<file path="src/logic/wn_mem_pkg.sv">
// Shared sizes and the arbitration priority type, imported by every scratchpad module

package wn_mem_pkg;

    // ------------------------------------------------------------------------
    // Port and bank counts
    // ------------------------------------------------------------------------
    // One bank per narrow port
    localparam int unsigned NumNarrowBanks = 8;
    localparam int unsigned NumWideBanks   = 2;
    // Adjacent banks covered by one wide port
    localparam int unsigned NarrowPerWide  = 4;

    // ------------------------------------------------------------------------
    // Data and strobe widths
    // ------------------------------------------------------------------------
    localparam int unsigned NarrowDataWidth = 32;
    localparam int unsigned WideDataWidth   = 128;
    localparam int unsigned NarrowStrbWidth = NarrowDataWidth / 8;
    localparam int unsigned WideStrbWidth   = WideDataWidth / 8;

    // ------------------------------------------------------------------------
    // Bank geometry
    // ------------------------------------------------------------------------
    localparam int unsigned BankDepth     = 256;
    localparam int unsigned BankAddrWidth = 8;

    // Which side wins this cycle, flips every clock
    typedef enum logic [0:0] {
        PRIO_NARROW = 1'b0,
        PRIO_WIDE   = 1'b1
    } arb_prio_e;

endpackage
</file>
<file path="src/logic/mem_arbiter.sv">
// Narrow/wide conflict arbiter with a toggling priority bit, drives readies and bank ownership
`timescale 1ns/1ps

module mem_arbiter
    import wn_mem_pkg::*;
(
    input  logic                      clk_i,
    input  logic                      rst_ni,
    input  logic [NumNarrowBanks-1:0] narrow_valid_i,
    input  logic [NumWideBanks-1:0]   wide_valid_i,
    output logic [NumNarrowBanks-1:0] narrow_ready_o,
    output logic [NumWideBanks-1:0]   wide_ready_o,
    output logic [NumNarrowBanks-1:0] bank_wide_sel_o
);

    arb_prio_e                 prio_q;
    logic [NumNarrowBanks-1:0] wide_valid_split;
    logic [NumWideBanks-1:0]   narrow_valid_grp;

    // Priority flips every cycle, traffic or not
    always_ff @(posedge clk_i or negedge rst_ni) begin
        if (!rst_ni) begin
            prio_q <= PRIO_NARROW;
        end else begin
            prio_q <= (prio_q == PRIO_NARROW) ? PRIO_WIDE : PRIO_NARROW;
        end
    end

    // ------------------------------------------------------------------------
    // Valid spreading and merging
    // ------------------------------------------------------------------------
    // Each bank sees the valid of the wide port covering it
    always_comb begin
        for (int i = 0; i < NumNarrowBanks; i++) begin
            wide_valid_split[i] = wide_valid_i[i / NarrowPerWide];
        end
    end

    // Any narrow request inside a group blocks the wide port there
    always_comb begin
        for (int j = 0; j < NumWideBanks; j++) begin
            narrow_valid_grp[j] = |narrow_valid_i[j*NarrowPerWide +: NarrowPerWide];
        end
    end

    // ------------------------------------------------------------------------
    // Ready generation
    // ------------------------------------------------------------------------
    always_comb begin
        if (prio_q == PRIO_NARROW) begin
            narrow_ready_o = '1;
            wide_ready_o   = ~narrow_valid_grp;
        end else begin
            wide_ready_o   = '1;
            narrow_ready_o = ~wide_valid_split;
        end
    end

    // Bank goes to the wide side only when its wide port is actually granted,
    // all four banks of the group flip together
    always_comb begin
        for (int i = 0; i < NumNarrowBanks; i++) begin
            bank_wide_sel_o[i] = wide_valid_i[i / NarrowPerWide]
                               & wide_ready_o[i / NarrowPerWide];
        end
    end

endmodule

</file>
<file path="config.mk">
export PLATFORM = sky130hd
export DESIGN_NAME = mem_arbiter
export DESIGN_NICKNAME = d
export VERILOG_FILES = /design/src/logic/wn_mem_pkg.sv /design/src/logic/mem_arbiter.sv
export SDC_FILE = /design/constraint.sdc
export NUM_CORES = 1
export LEC_CHECK = 0
export ABC_AREA = 1
export BUFFER_PORTS_ARGS = -buffer_cell sky130_fd_sc_hd__buf_2
export CORE_AREA = 2 2 39 41
export DETAILED_ROUTE_END_ITERATION = 10
export DIE_AREA = 0 0 41 43
export PLACE_DENSITY_LB_ADDON = 0.2
export SLEW_MARGIN = 20
export SYNTH_ARGS = -nofsm -noshare
export SYNTH_HDL_FRONTEND = slang
export SYNTH_SLANG_ARGS = --single-unit
</file>
<file path="constraint.sdc">
create_clock -name clk_i -period 2.6 [get_ports clk_i]
set_input_delay 0.52 -clock clk_i [delete_from_list [all_inputs] [get_ports clk_i]]
set_output_delay 0.52 -clock clk_i [all_outputs]
set_load 0.05 [all_outputs]
</file>
==> out/results.md <==
## Placed design
* placed cell area: 262 um2
* final weighted congestion in routability-driven placement: 0.625
* number of placed cells counting well taps: 61
* port bufs: 29

## Synth
* average cell area after synthesis: 6.66 um2
* nets in the synthesized netlist: 40
* FF+latch count, synth: 1
* sequential element share of the synthesized area: 13.4%
* synth unique cells: 8
* Post-Syn Instances: 28
* post-synth design cell area: 186 um2
* number of synthesis warnings: 0

## Layout
* growth of design area from synthesis to finish: 40.3%
* total of fill cells in the finished design: 165
* commonest non-fill, non-tap cells in the layout: buf_2 (29), nand2_1 (6)
* most common cell after layout, fill and taps aside: buf_2
* Top Registers: prio_q: 1 flops
* largest register by flop count: prio_q
* number of flip-flops under the largest register name: 1
* NumNets Final: 59
* share of final-layout standard cells stronger than drive strength 1: 75.6%
* Final Cell Area: 262 um2
* non-filler cells in the finished layout: 61
* # diodes: 0

## Clock network
* post_cts resized: 0
* buffer count from post-CTS setup fixing: 0
* hold buffer count at CTS: 0
* clock latency at the later pin of the worst-skew pair: 0 ps
* clock transition at the register clock pins on the worst setup and hold paths after CTS: 0 ps

## Job
* Max Cap Violations: 0

## Global route
* largest net degree at the start of global routing: 6
* vias in the first global route: 155
* antenna violations before repair: 0
* first-pass GRT wire length: 634 um
* Remaining Overflow, GRT: 0
* GR Util All Layers: 4.81%

## Critical path
* type of the setup path with the least slack: in -> out
* cells along the critical path: buf_2 -> nor2_1 -> nand2_1 -> a21oi_2 -> buf_2
* R2R Path Start: prio_q$_DFF_PN0_
* data required time at the worst endpoint: 2080 ps
* biggest fanout along the worst timing path: 4
* reg-to-reg endpoint: prio_q$_DFF_PN0_
* slack of the worst reg-to-reg path: 2030 ps
* library cell contributing the largest single delay on the critical path: buf_2
* arrival time worst endpoint: 1270 ps
* reg2reg path depth: 1
* type of element capturing the critical path: output port
* maximum single-stage delay on the critical path: 290 ps
* startpoint kind of the worst setup timing path: primary input
* Most common cell on crit path: buf_2

## Die
* number of rows in the core area: 14
* number of placed I/O pins: 30
* effective utilization at floorplan: 13.5%
* Die ar.: 1760 um2
* die boundary height: 43 um
* chip width: 41 um
* Core Box Area: 1380 um2

## Routing
* total routed wirelength: 426 um
* vias after detailed routing: 200
* residual DRC count: 0
* average detailed-routed wire length per instance: 6.98 um
* drt via density: 3.28
* number of antenna-violating nets in the routed design: 0
* number of detailed-route iterations in the first pass: 1
* 1st-iter DRT viols: 0

## STA
* number of slew-limit violations in the final report: 0
* Post-Route Skew: 0 ps
* Worst Hold Margin: 294 ps
* max_slew headroom: 83.2%
* Setup Total Neg Slack: 0 ps
* RSZ-0062 raised after global routing: no
* transition time at the pin with the least slew margin: 253 ps
* f_max: 559 MHz
* Period Utilization, post-route: 68.8%
* clock period minus final worst setup slack: 1790 ps
* setup-violating endpoint count in the final report: 0
* Fin. Hold Viols: 0

## Pwr
* overall power after layout: 0.0000905 W
* Cell Pwr Density: 346 nW/um2
* standby leakage power: 0.160 nW
* Worst VDD drop: 0.0745 mV

## Min path
* type of the worst min-delay path: in -> async

## Status
* run status: complete, no violations

-- logic make-up after synthesis --
family                 share of synthesized area [%]
AO/OA/AOI/OAI                                   9.40
flip-flops                                      13.4
buffers and inverters                           54.4
AND/OR/NAND/NOR                                 22.8
-- cells in the mapped netlist, drive strengths merged --
library cell  instances  share of area [%]
a21oi                 2                9.4
buf                  12                 48
dfrtp                 1                 13
inv                   3                6.0
nand2                 6                 12
nor2                  4                 11
-- area by class of cell --
| type | instances | area [um2] | area share [%] |
|---|---|---|---|
| inverter | 3 | 11.3 | 4.31 |
| multi-input combinational | 12 | 60.1 | 23.0 |
| tap | 16 | 20.0 | 7.66 |
| sequential | 1 | 25.0 | 9.57 |
| timing repair buffer | 29 | 145 | 55.5 |
-- worst max-delay path, delay by kind of cell --
kind / cells / cell delay (ps)
buf+inv: 2 / 380
compound gates: 1 / 170
simple gates: 2 / 200
-- power breakdown --
part	switching (W)	internal (W)
logic	0.0000578	0.0000168
clock network	0	0
registers	0	0.0000158
-- worst max path at each step --
stage / startpoint / end / slack (ps) / depth (start not counted)
4_1_cts: narrow_valid_i[1] / bank_wide_sel_o[0] / 780 / 5
5_1_grt: narrow_valid_i[1] / bank_wide_sel_o[0] / 720 / 5
3_3_place_gp: narrow_valid_i[1] / bank_wide_sel_o[0] / 790 / 5
3_5_place_dp: narrow_valid_i[1] / bank_wide_sel_o[0] / 780 / 5
2_1_floorplan: narrow_valid_i[1] / bank_wide_sel_o[1] / 520 / 4
6_report: narrow_valid_i[1] / bank_wide_sel_o[0] / 810 / 5
-- metrics by stage --
| step | setup WS, ps | util (%) |
|---|---|---|
| 4_1_cts | 781 | 18.9 |
| 6_report | 811 | 18.9 |
| 3_5_place_dp | 785 | 18.9 |
| 2_1_floorplan | 524 | - |
| 3_3_place_gp | 785 | 18.9 |
| 5_1_grt | 722 | 18.9 |
-- metal layers --
metal / routed length, um / GRT usage (%) / share of wire (%) / up-vias
met5: 0 / 0 / 0 / -
met4: 0 / 0 / 0 / 0
met3: 70 / 1.57 / 16 / 0
met2: 216 / 8.13 / 51 / 15
met1: 138 / 6.07 / 32 / 80
li1: - / - / - / 105
Power figures use the tool's default switching activity.
