===== src/logic/wn_mem_pkg.sv =====
// Shared sizes and the arbitration priority type, imported by every scratchpad module

package wn_mem_pkg;

    // ------------------------------------------------------------------------
    // Port and bank counts
    // ------------------------------------------------------------------------
    // One bank per narrow port
    localparam int unsigned NumNarrowBanks = 8;
    localparam int unsigned NumWideBanks   = 2;
    // Adjacent banks covered by one wide port
    localparam int unsigned NarrowPerWide  = 4;

    // ------------------------------------------------------------------------
    // Data and strobe widths
    // ------------------------------------------------------------------------
    localparam int unsigned NarrowDataWidth = 32;
    localparam int unsigned WideDataWidth   = 128;
    localparam int unsigned NarrowStrbWidth = NarrowDataWidth / 8;
    localparam int unsigned WideStrbWidth   = WideDataWidth / 8;

    // ------------------------------------------------------------------------
    // Bank geometry
    // ------------------------------------------------------------------------
    localparam int unsigned BankDepth     = 256;
    localparam int unsigned BankAddrWidth = 8;

    // Which side wins this cycle, flips every clock
    typedef enum logic [0:0] {
        PRIO_NARROW = 1'b0,
        PRIO_WIDE   = 1'b1
    } arb_prio_e;

endpackage

===== src/logic/bank_port_mux.sv =====
// Per-group datapath steering narrow or wide requests into four banks and returning read data
`timescale 1ns/1ps

module bank_port_mux
    import wn_mem_pkg::*;
(
    input  logic                                           clk_i,
    input  logic                                           rst_ni,
    input  logic [NarrowPerWide-1:0]                       bank_wide_sel_i,

    // Accepted narrow requests of this group
    input  logic [NarrowPerWide-1:0]                       narrow_req_i,
    input  logic [NarrowPerWide-1:0]                       narrow_we_i,
    input  logic [NarrowPerWide-1:0][BankAddrWidth-1:0]    narrow_addr_i,
    input  logic [NarrowPerWide-1:0][NarrowDataWidth-1:0]  narrow_wdata_i,
    input  logic [NarrowPerWide-1:0][NarrowStrbWidth-1:0]  narrow_strb_i,

    // Accepted wide request of this group
    input  logic                                           wide_req_i,
    input  logic                                           wide_we_i,
    input  logic [BankAddrWidth-1:0]                       wide_addr_i,
    input  logic [WideDataWidth-1:0]                       wide_wdata_i,
    input  logic [WideStrbWidth-1:0]                       wide_strb_i,

    // Bank side
    input  logic [NarrowPerWide-1:0][NarrowDataWidth-1:0]  bank_rdata_i,
    output logic [NarrowPerWide-1:0]                       bank_en_o,
    output logic [NarrowPerWide-1:0]                       bank_we_o,
    output logic [NarrowPerWide-1:0][BankAddrWidth-1:0]    bank_addr_o,
    output logic [NarrowPerWide-1:0][NarrowDataWidth-1:0]  bank_wdata_o,
    output logic [NarrowPerWide-1:0][NarrowStrbWidth-1:0]  bank_strb_o,

    // Read responses
    output logic [NarrowPerWide-1:0]                       narrow_rvalid_o,
    output logic [NarrowPerWide-1:0][NarrowDataWidth-1:0]  narrow_rdata_o,
    output logic                                           wide_rvalid_o,
    output logic [WideDataWidth-1:0]                       wide_rdata_o
);

    // Per-bank read issued last cycle, and for which side
    logic [NarrowPerWide-1:0] rd_narrow_d, rd_narrow_q;
    logic [NarrowPerWide-1:0] rd_wide_d, rd_wide_q;

    // ------------------------------------------------------------------------
    // Request steering
    // ------------------------------------------------------------------------
    always_comb begin
        for (int k = 0; k < NarrowPerWide; k++) begin
            if (bank_wide_sel_i[k]) begin
                // Lane k of the wide beat, same row in every bank
                bank_en_o[k]    = wide_req_i;
                bank_we_o[k]    = wide_we_i;
                bank_addr_o[k]  = wide_addr_i;
                bank_wdata_o[k] = wide_wdata_i[k*NarrowDataWidth +: NarrowDataWidth];
                bank_strb_o[k]  = wide_strb_i[k*NarrowStrbWidth +: NarrowStrbWidth];
            end else begin
                bank_en_o[k]    = narrow_req_i[k];
                bank_we_o[k]    = narrow_we_i[k];
                bank_addr_o[k]  = narrow_addr_i[k];
                bank_wdata_o[k] = narrow_wdata_i[k];
                bank_strb_o[k]  = narrow_strb_i[k];
            end
        end
    end

    // Reads only, writes give no response
    always_comb begin
        for (int k = 0; k < NarrowPerWide; k++) begin
            rd_wide_d[k]   = bank_wide_sel_i[k] & wide_req_i & ~wide_we_i;
            rd_narrow_d[k] = ~bank_wide_sel_i[k] & narrow_req_i[k] & ~narrow_we_i[k];
        end
    end

    always_ff @(posedge clk_i or negedge rst_ni) begin
        if (!rst_ni) begin
            rd_narrow_q <= '0;
            rd_wide_q   <= '0;
        end else begin
            rd_narrow_q <= rd_narrow_d;
            rd_wide_q   <= rd_wide_d;
        end
    end

    // ------------------------------------------------------------------------
    // Response routing
    // ------------------------------------------------------------------------
    assign narrow_rvalid_o = rd_narrow_q;
    // Wide reads are atomic, so all four flags rise together
    assign wide_rvalid_o   = &rd_wide_q;

    always_comb begin
        for (int k = 0; k < NarrowPerWide; k++) begin
            narrow_rdata_o[k] = rd_narrow_q[k] ? bank_rdata_i[k] : '0;
        end
    end

    // Lane k of the wide response comes from bank k
    always_comb begin
        for (int k = 0; k < NarrowPerWide; k++) begin
            wide_rdata_o[k*NarrowDataWidth +: NarrowDataWidth] =
                wide_rvalid_o ? bank_rdata_i[k] : '0;
        end
    end

endmodule


===== config.mk =====
export PLATFORM = sky130hd
export DESIGN_NAME = bank_port_mux
export DESIGN_NICKNAME = d
export VERILOG_FILES = /design/src/logic/wn_mem_pkg.sv /design/src/logic/bank_port_mux.sv
export SDC_FILE = /design/constraint.sdc
export NUM_CORES = 1
export LEC_CHECK = 0
export ABC_AREA = 1
export BUFFER_PORTS_ARGS = -buffer_cell sky130_fd_sc_hd__buf_2
export CORE_AREA = 3 3 359 361
export DETAILED_ROUTE_END_ITERATION = 7
export DIE_AREA = 0 0 362 364
export GPL_ROUTABILITY_DRIVEN = 0
export PLACE_DENSITY = 0.3
export SYNTH_ARGS = -nofsm -noshare
export SYNTH_HDL_FRONTEND = slang
export SYNTH_SLANG_ARGS = --single-unit

===== constraint.sdc =====
create_clock -name clk_i -period 1.1 [get_ports clk_i]
set_clock_uncertainty 0.1 [all_clocks]
set_input_delay 0.055 -clock clk_i [delete_from_list [all_inputs] [get_ports clk_i]]
set_output_delay 0.055 -clock clk_i [all_outputs]
set_load 0.03 [all_outputs]

==> impl_metrics.csv, run 1 <==
group,metric,value,unit
sta,slew_headroom,72.0,%
yosys,synth-seq-cells,8,
yosys,syn_inst,1164,
global_routing,gr-total-overflow,0,
clock_network,path_clk_slew,60,ps
routing,routed_wirelength,88900,µm
outcome,outcome,"finished with violations",
min_path,min_path_cells,3,
finish,layout.nets,2584,
clock_network,clock-sinks,8,
floorplan,die-area,132000,µm²
power,power_density,468,nW/µm²
finish,final_cells,3763,
sta,fin_hold_ws,-17.7,ps
placement,hpwl,78700,µm
yosys,synthesis.nets,1636,
finish,regArea,205,µm²
sta,setup_viol,270,
sta,slew_violations,0,
clock_network,cts_tree,"yes",
yosys,ys_seq_area_share,3.64,%
global_routing,grt.total_usage,12.7,%
routing,drc_errors,0,
critical_path,end_kind,"primary output",
power,leakage,9.49,nW
yosys,syn_area,5500,µm²
routing,post_drt_via_cell_ratio,2.88,
floorplan,die_h,364,µm
routing,wl_per_cell,23.6,µm
min_path,worstHoldEndpoint,"narrow_rvalid_o[1]",
global_routing,grt_antenna_before_repair,48,
finish,drive_gt1_share,60.8,%
critical_path,critPathMaxStageDelay,420,ps
global_routing,grt_first_pass_wirelength,110000,µm
clock_network,root_buffer,"clkbuf_16",
critical_path,crit_path_start_kind,"register",
finish,fill_cells,14900,
placement,io_buffer_count,916,
power,peakVddDrop,478,µV
min_path,hp-class,"in2reg",
critical_path,cp_slowest_cell,"dfrtp_1",
global_routing,grt_pass1_vias,10600,
floorplan,fp.dieW,362,µm
sta,rsz0062_at_grt,"yes",
finish,syn_to_final_growth,180,%
finish,multi_input_area,4580,µm²
sta,period_minus_slack,1650,ps
finish,finalCoreUtilization,12.2,%
floorplan,boundaryPins,917,
sta,finalHoldViolCount,1,
clock_network,clockBufferDepth,2,
floorplan,start_util,4.37,%
placement,dp_cells,3729,
critical_path,cp_common_cell,"buf_12",
routing,drt_iter0_drc,471,
critical_path,worstPathMaxFanout,21,
routing,vias,10900,
sta,tns,-103510,ps
clock_network,cts_buffers,3,
sta,fin_crit_sh,150,%
outcome,violations,"hold timing, setup timing",
clock_network,htree_levels,1,
critical_path,cp.required,940,ps
floorplan,coreArea,126000,µm²
global_routing,grt_max_degree,45,
yosys,syn_avg_cell_area,4.72,µm²
sta,worst_pin_slew,420,ps
floorplan,row_count,130,
critical_path,critPathKind,"reg2out",
yosys,ys_types,13,
critical_path,crit_chain,"nand2_8, buf_12, buf_12, nor3_2, buf_4",
flow_run,drv_cap,0,
yosys,yosysWarningCount,0,
sta,setup_ws,-547,ps
critical_path,arrival,1490,ps
min_path,min_from,"narrow_req_i[1]",
routing,ant_nets,0,
sta,timing.fmax,607,MHz
routing,first_pass_iters,4,
-- logic make-up (layout without fill, tap and decap cells) --
| family | after synthesis | in the layout | synth area share [%] |
|---|---|---|---|
| buffers and inverters | 341 | 1288 | 27.7 |
| AO/OA/AOI/OAI | 4 | 4 | 0.364 |
| flip-flops | 8 | 8 | 3.64 |
| AND/OR/NAND/NOR | 811 | 811 | 68.3 |
| other | 0 | 2 | 0 |
-- sequential cells by signal (all words and copies together), names as in the netlist --
| signal | count |
|---|---|
| narrow_rvalid_o | 4 |
| rd_wide_q | 4 |
-- worst max path at each step --
stage                  from  slack (ps)          endpoint  cells after the start
6_report       rd_wide_q[3]        -550  wide_rdata_o[54]                      5
3_5_place_dp   rd_wide_q[3]        -490  wide_rdata_o[91]                      4
4_1_cts        rd_wide_q[3]        -570  wide_rdata_o[42]                      5
5_1_grt        rd_wide_q[3]        -620  wide_rdata_o[53]                      5
2_1_floorplan  rd_wide_q[3]        -170  wide_rdata_o[15]                      4
3_3_place_gp   rd_wide_q[0]        -490  wide_rdata_o[91]                      4
-- routing by layer --
metal  track usage [%]  share of wire (%)  vias to the layer above  wire, µm
li1                  -                  -                     5219         -
met1              15.1                 40                     4948     35400
met2              22.1                 49                      584     43300
met3              5.19                 10                       95      9160
met4              1.00                1.1                        8       979
met5                 0              0.051                        -        45
-- what timing repair did --
action,CTS,global route
hold buffers,8,0
pin swaps,50,9
resized for setup,464,59
endpoints found under the setup margin,275,305
gates cloned,11,1
hold endpoints to repair,12,0
setup buffers,7,3
-- Yosys cell counts (all sizes together) --
library cell	instances	share of area [%]
nand2	674	46
inv	264	18
nor3	132	22
buf	75	9.5
dfrtp	8	3.6
nor2	5	0.34
o21ai	4	0.36
clkbuf	2	0.14
-- area by class of cell --
| cell class | count | area share, % |
|---|---|---|
| timing repair buffer | 1020 | 48.5 |
| multi-input combinational | 815 | 29.8 |
| tap | 1650 | 13.4 |
| inverter | 264 | 6.44 |
| sequential | 8 | 1.33 |
| clock buffer | 4 | 0.512 |
| antenna | 2 | 0.0325 |
-- through the flow --
step / worst slack [ps] / total power [W] / area, µm²
after floorplan: -173 / 0.00274 / 5800
after global placement: -487 / 0.00608 / 13300
after detailed placement: -489 / 0.00607 / 13300
after CTS: -567 / 0.00738 / 15200
after global routing: -622 / 0.00773 / 15400
final: -547 / 0.00720 / 15400
-- worst max-delay path: cells and delay by family, from the launching register on --
family / cells / cell delay [ps]
buffers and inverters: 3 / 540
flip-flops: 1 / 420
AND/OR/NAND/NOR: 2 / 270
-- power by group --
part | internal, W | switching, W
logic | 0.00209 | 0.00405
registers | 0.000307 | 0.0000107
clock network | 0.000491 | 0.000252
-- cell usage in the layout, fill, tap and decap left out --
cell type,count
clkbuf_1,1
dfrtp_1,4
inv_1,198
nand2_1,604
buf_8,1
nor2_1,5
nor3_2,91
dfrtp_2,4
inv_2,66
nor3_4,37
diode_2,2
clkbuf_16,4
dlygate4sd3_1,8
nand2_4,58
buf_2,687
buf_4,135
o21ai_0,4
nand2_8,1
buf_16,15
buf_6,107
nor3_1,4
clkbuf_4,4
nand2_2,11
buf_12,62
No activity file was read; power rests on OpenSTA's default activity.
==> inputs of run 2 (changes only) <==
--- a/constraint.sdc
+++ b/constraint.sdc
@@ -3,3 +3,3 @@
 set_input_delay 0.055 -clock clk_i [delete_from_list [all_inputs] [get_ports clk_i]]
 set_output_delay 0.055 -clock clk_i [all_outputs]
-set_load 0.03 [all_outputs]
+set_load 0.05 [all_outputs]
==> run 2 against run 1 <==
  * The run ends with setup timing left
  * Worst hold slack improved by 90 ps
  * Sequential share of layout area fell by 0.27 points
  * Largest cell class unchanged
  * Non-clock buffer count rose by 42
  * Highest routed layer is now met4
  * Clock-buffer cell count did not move
  * Cell area rose by 33%
  * Cell count rose by 1.2%
  * Setup slack got worse by 82 ps
==> impl_metrics.csv, run 2 (synthesis results as in run 1) <==
group,metric,value,unit
global_routing,grt_first_pass_wirelength,103000,µm
global_routing,grt.total_usage,11.7,%
routing,drt_iter0_drc,426,
routing,vias,11000,
power,power_density,463,nW/µm²
global_routing,gr-total-overflow,0,
sta,finalHoldViolCount,0,
power,peakVddDrop,447,µV
clock_network,root_buffer,"clkbuf_16",
clock_network,clockBufferDepth,2,
clock_network,path_clk_slew,60,ps
placement,hpwl,73500,µm
critical_path,worstPathMaxFanout,15,
sta,setup_ws,-629,ps
critical_path,crit_chain,"nand2_4, buf_12, buf_12, nor3_4, buf_12",
clock_network,clock-sinks,8,
finish,layout.nets,2627,
outcome,outcome,"finished with violations",
critical_path,crit_path_start_kind,"register",
sta,worst_pin_slew,444,ps
power,leakage,10.6,nW
floorplan,fp.dieW,362,µm
floorplan,start_util,4.37,%
finish,syn_to_final_growth,272,%
finish,final_common_cell,"buf_2",
critical_path,cp_common_cell,"buf_12",
floorplan,coreArea,126000,µm²
power,power,0.00946,W
finish,final_cell_mix,"buf_2, nand2_1, buf_12",
clock_network,cts_tree,"yes",
floorplan,boundaryPins,917,
outcome,violations,"setup timing",
critical_path,end_kind,"primary output",
global_routing,grt_pass1_vias,10900,
routing,first_pass_iters,5,
critical_path,critPathBufInv,3,
floorplan,row_count,130,
critical_path,cp_slowest_cell,"dfrtp_1",
sta,fin_hold_ws,71.9,ps
clock_network,htree_levels,1,
global_routing,grt_max_degree,53,
routing,drc_errors,0,
finish,finalCoreUtilization,16.3,%
sta,period_minus_slack,1730,ps
finish,fill_cells,14500,
routing,routed_wirelength,84000,µm
finish,regArea,218,µm²
flow_run,drv_cap,0,
sta,fin_crit_sh,157,%
sta,slew_headroom,70.4,%
critical_path,critPathMaxStageDelay,360,ps
min_path,hp-class,"in2reg",
sta,slew_violations,0,
routing,post_drt_via_cell_ratio,2.89,
routing,wl_per_cell,22.1,µm
critical_path,cp.required,940,ps
finish,drive_gt1_share,69.4,%
sta,rsz0062_at_grt,"yes",
sta,setup_viol,264,
critical_path,critPathKind,"reg2out",
critical_path,cp_top_family,"buffers and inverters",
clock_network,cts_buffers,3,
finish,multi_input_area,5700,µm²
floorplan,die-area,132000,µm²
critical_path,arrival,1570,ps
sta,timing.fmax,578,MHz
floorplan,die_h,364,µm
placement,io_buffer_count,916,
global_routing,grt_antenna_before_repair,29,
routing,ant_nets,0,
run 2: cell count changes in the layout (fill, tap and decap cells not counted), moves of 66 or more:
cell	before	now
inv_1	198	132
buf_4	135	62
nor3_4	37	108
nand2_4	58	125
buf_2	687	534
buf_12	62	239
nor3_2	91	21
inv_2	66	0
nand2_1	604	508
clkinvlp_4	0	128
run 2: final timing paths:
| kind | startpoint | end | depth (start not counted) |
|---|---|---|---|
| min in group asynchronous | rst_ni | narrow_rvalid_o[2] | 2 |
| worst min-delay path | narrow_we_i[2] | narrow_rvalid_o[2] | 3 |
| worst max-delay path | rd_wide_q[2] | wide_rdata_o[44] | 5 |
| max in group asynchronous | rst_ni | narrow_rvalid_o[0] | 2 |
run 2: per-stage QoR:
| step | setup WS, ps | cells | TNS (ps) | instance area [µm²] |
|---|---|---|---|---|
| after floorplan | -394 | 1164 | -60760 | 7330 |
| after global placement | -486 | 3739 | -72750 | 17300 |
| after detailed placement | -473 | 3739 | -72870 | 17300 |
| after CTS | -681 | 3772 | -145680 | 19200 |
| after global routing | -685 | 3808 | -144340 | 20500 |
| final | -629 | 3809 | -130030 | 20500 |
run 2: power by group:
group	switching [W]	leakage, nW	internal, W
registers	0.0000340	0.0977	0.000310
clock network	0.000272	0.0382	0.000494
logic	0.00539	10.4	0.00296
total	0.00570	10.6	0.00377
run 2: final cells by class:
cell class	instances	area share [%]
Clock buffer	4	0.385
Inverter	264	7.32
Tap cell	1650	10.1
Multi-Input combinational cell	816	27.9
Sequential cell	8	1.06
Timing Repair Buffer	1062	53.2
Antenna cell	5	0.0612
run 2: per-layer routing:
metal  share of wire, %  up-vias  global-route usage [%]
met1                 39     5072                    13.6
met2                 50      565                    20.5
met5                  0        -                       0
met3                 10       46                    4.81
met4               0.95        0                    1.34
li1                   -     5338                       -
run 2: repair_timing:
| item | in CTS | in global routing |
|---|---|---|
| hold buffers | 7 | 0 |
| cloned | 12 | 13 |
| gates resized for setup | 327 | 280 |
| endpoints found under the hold margin | 11 | 0 |
| setup buffers | 11 | 23 |
| endpoints found under the setup margin | 357 | 399 |
| pin swaps | 20 | 34 |
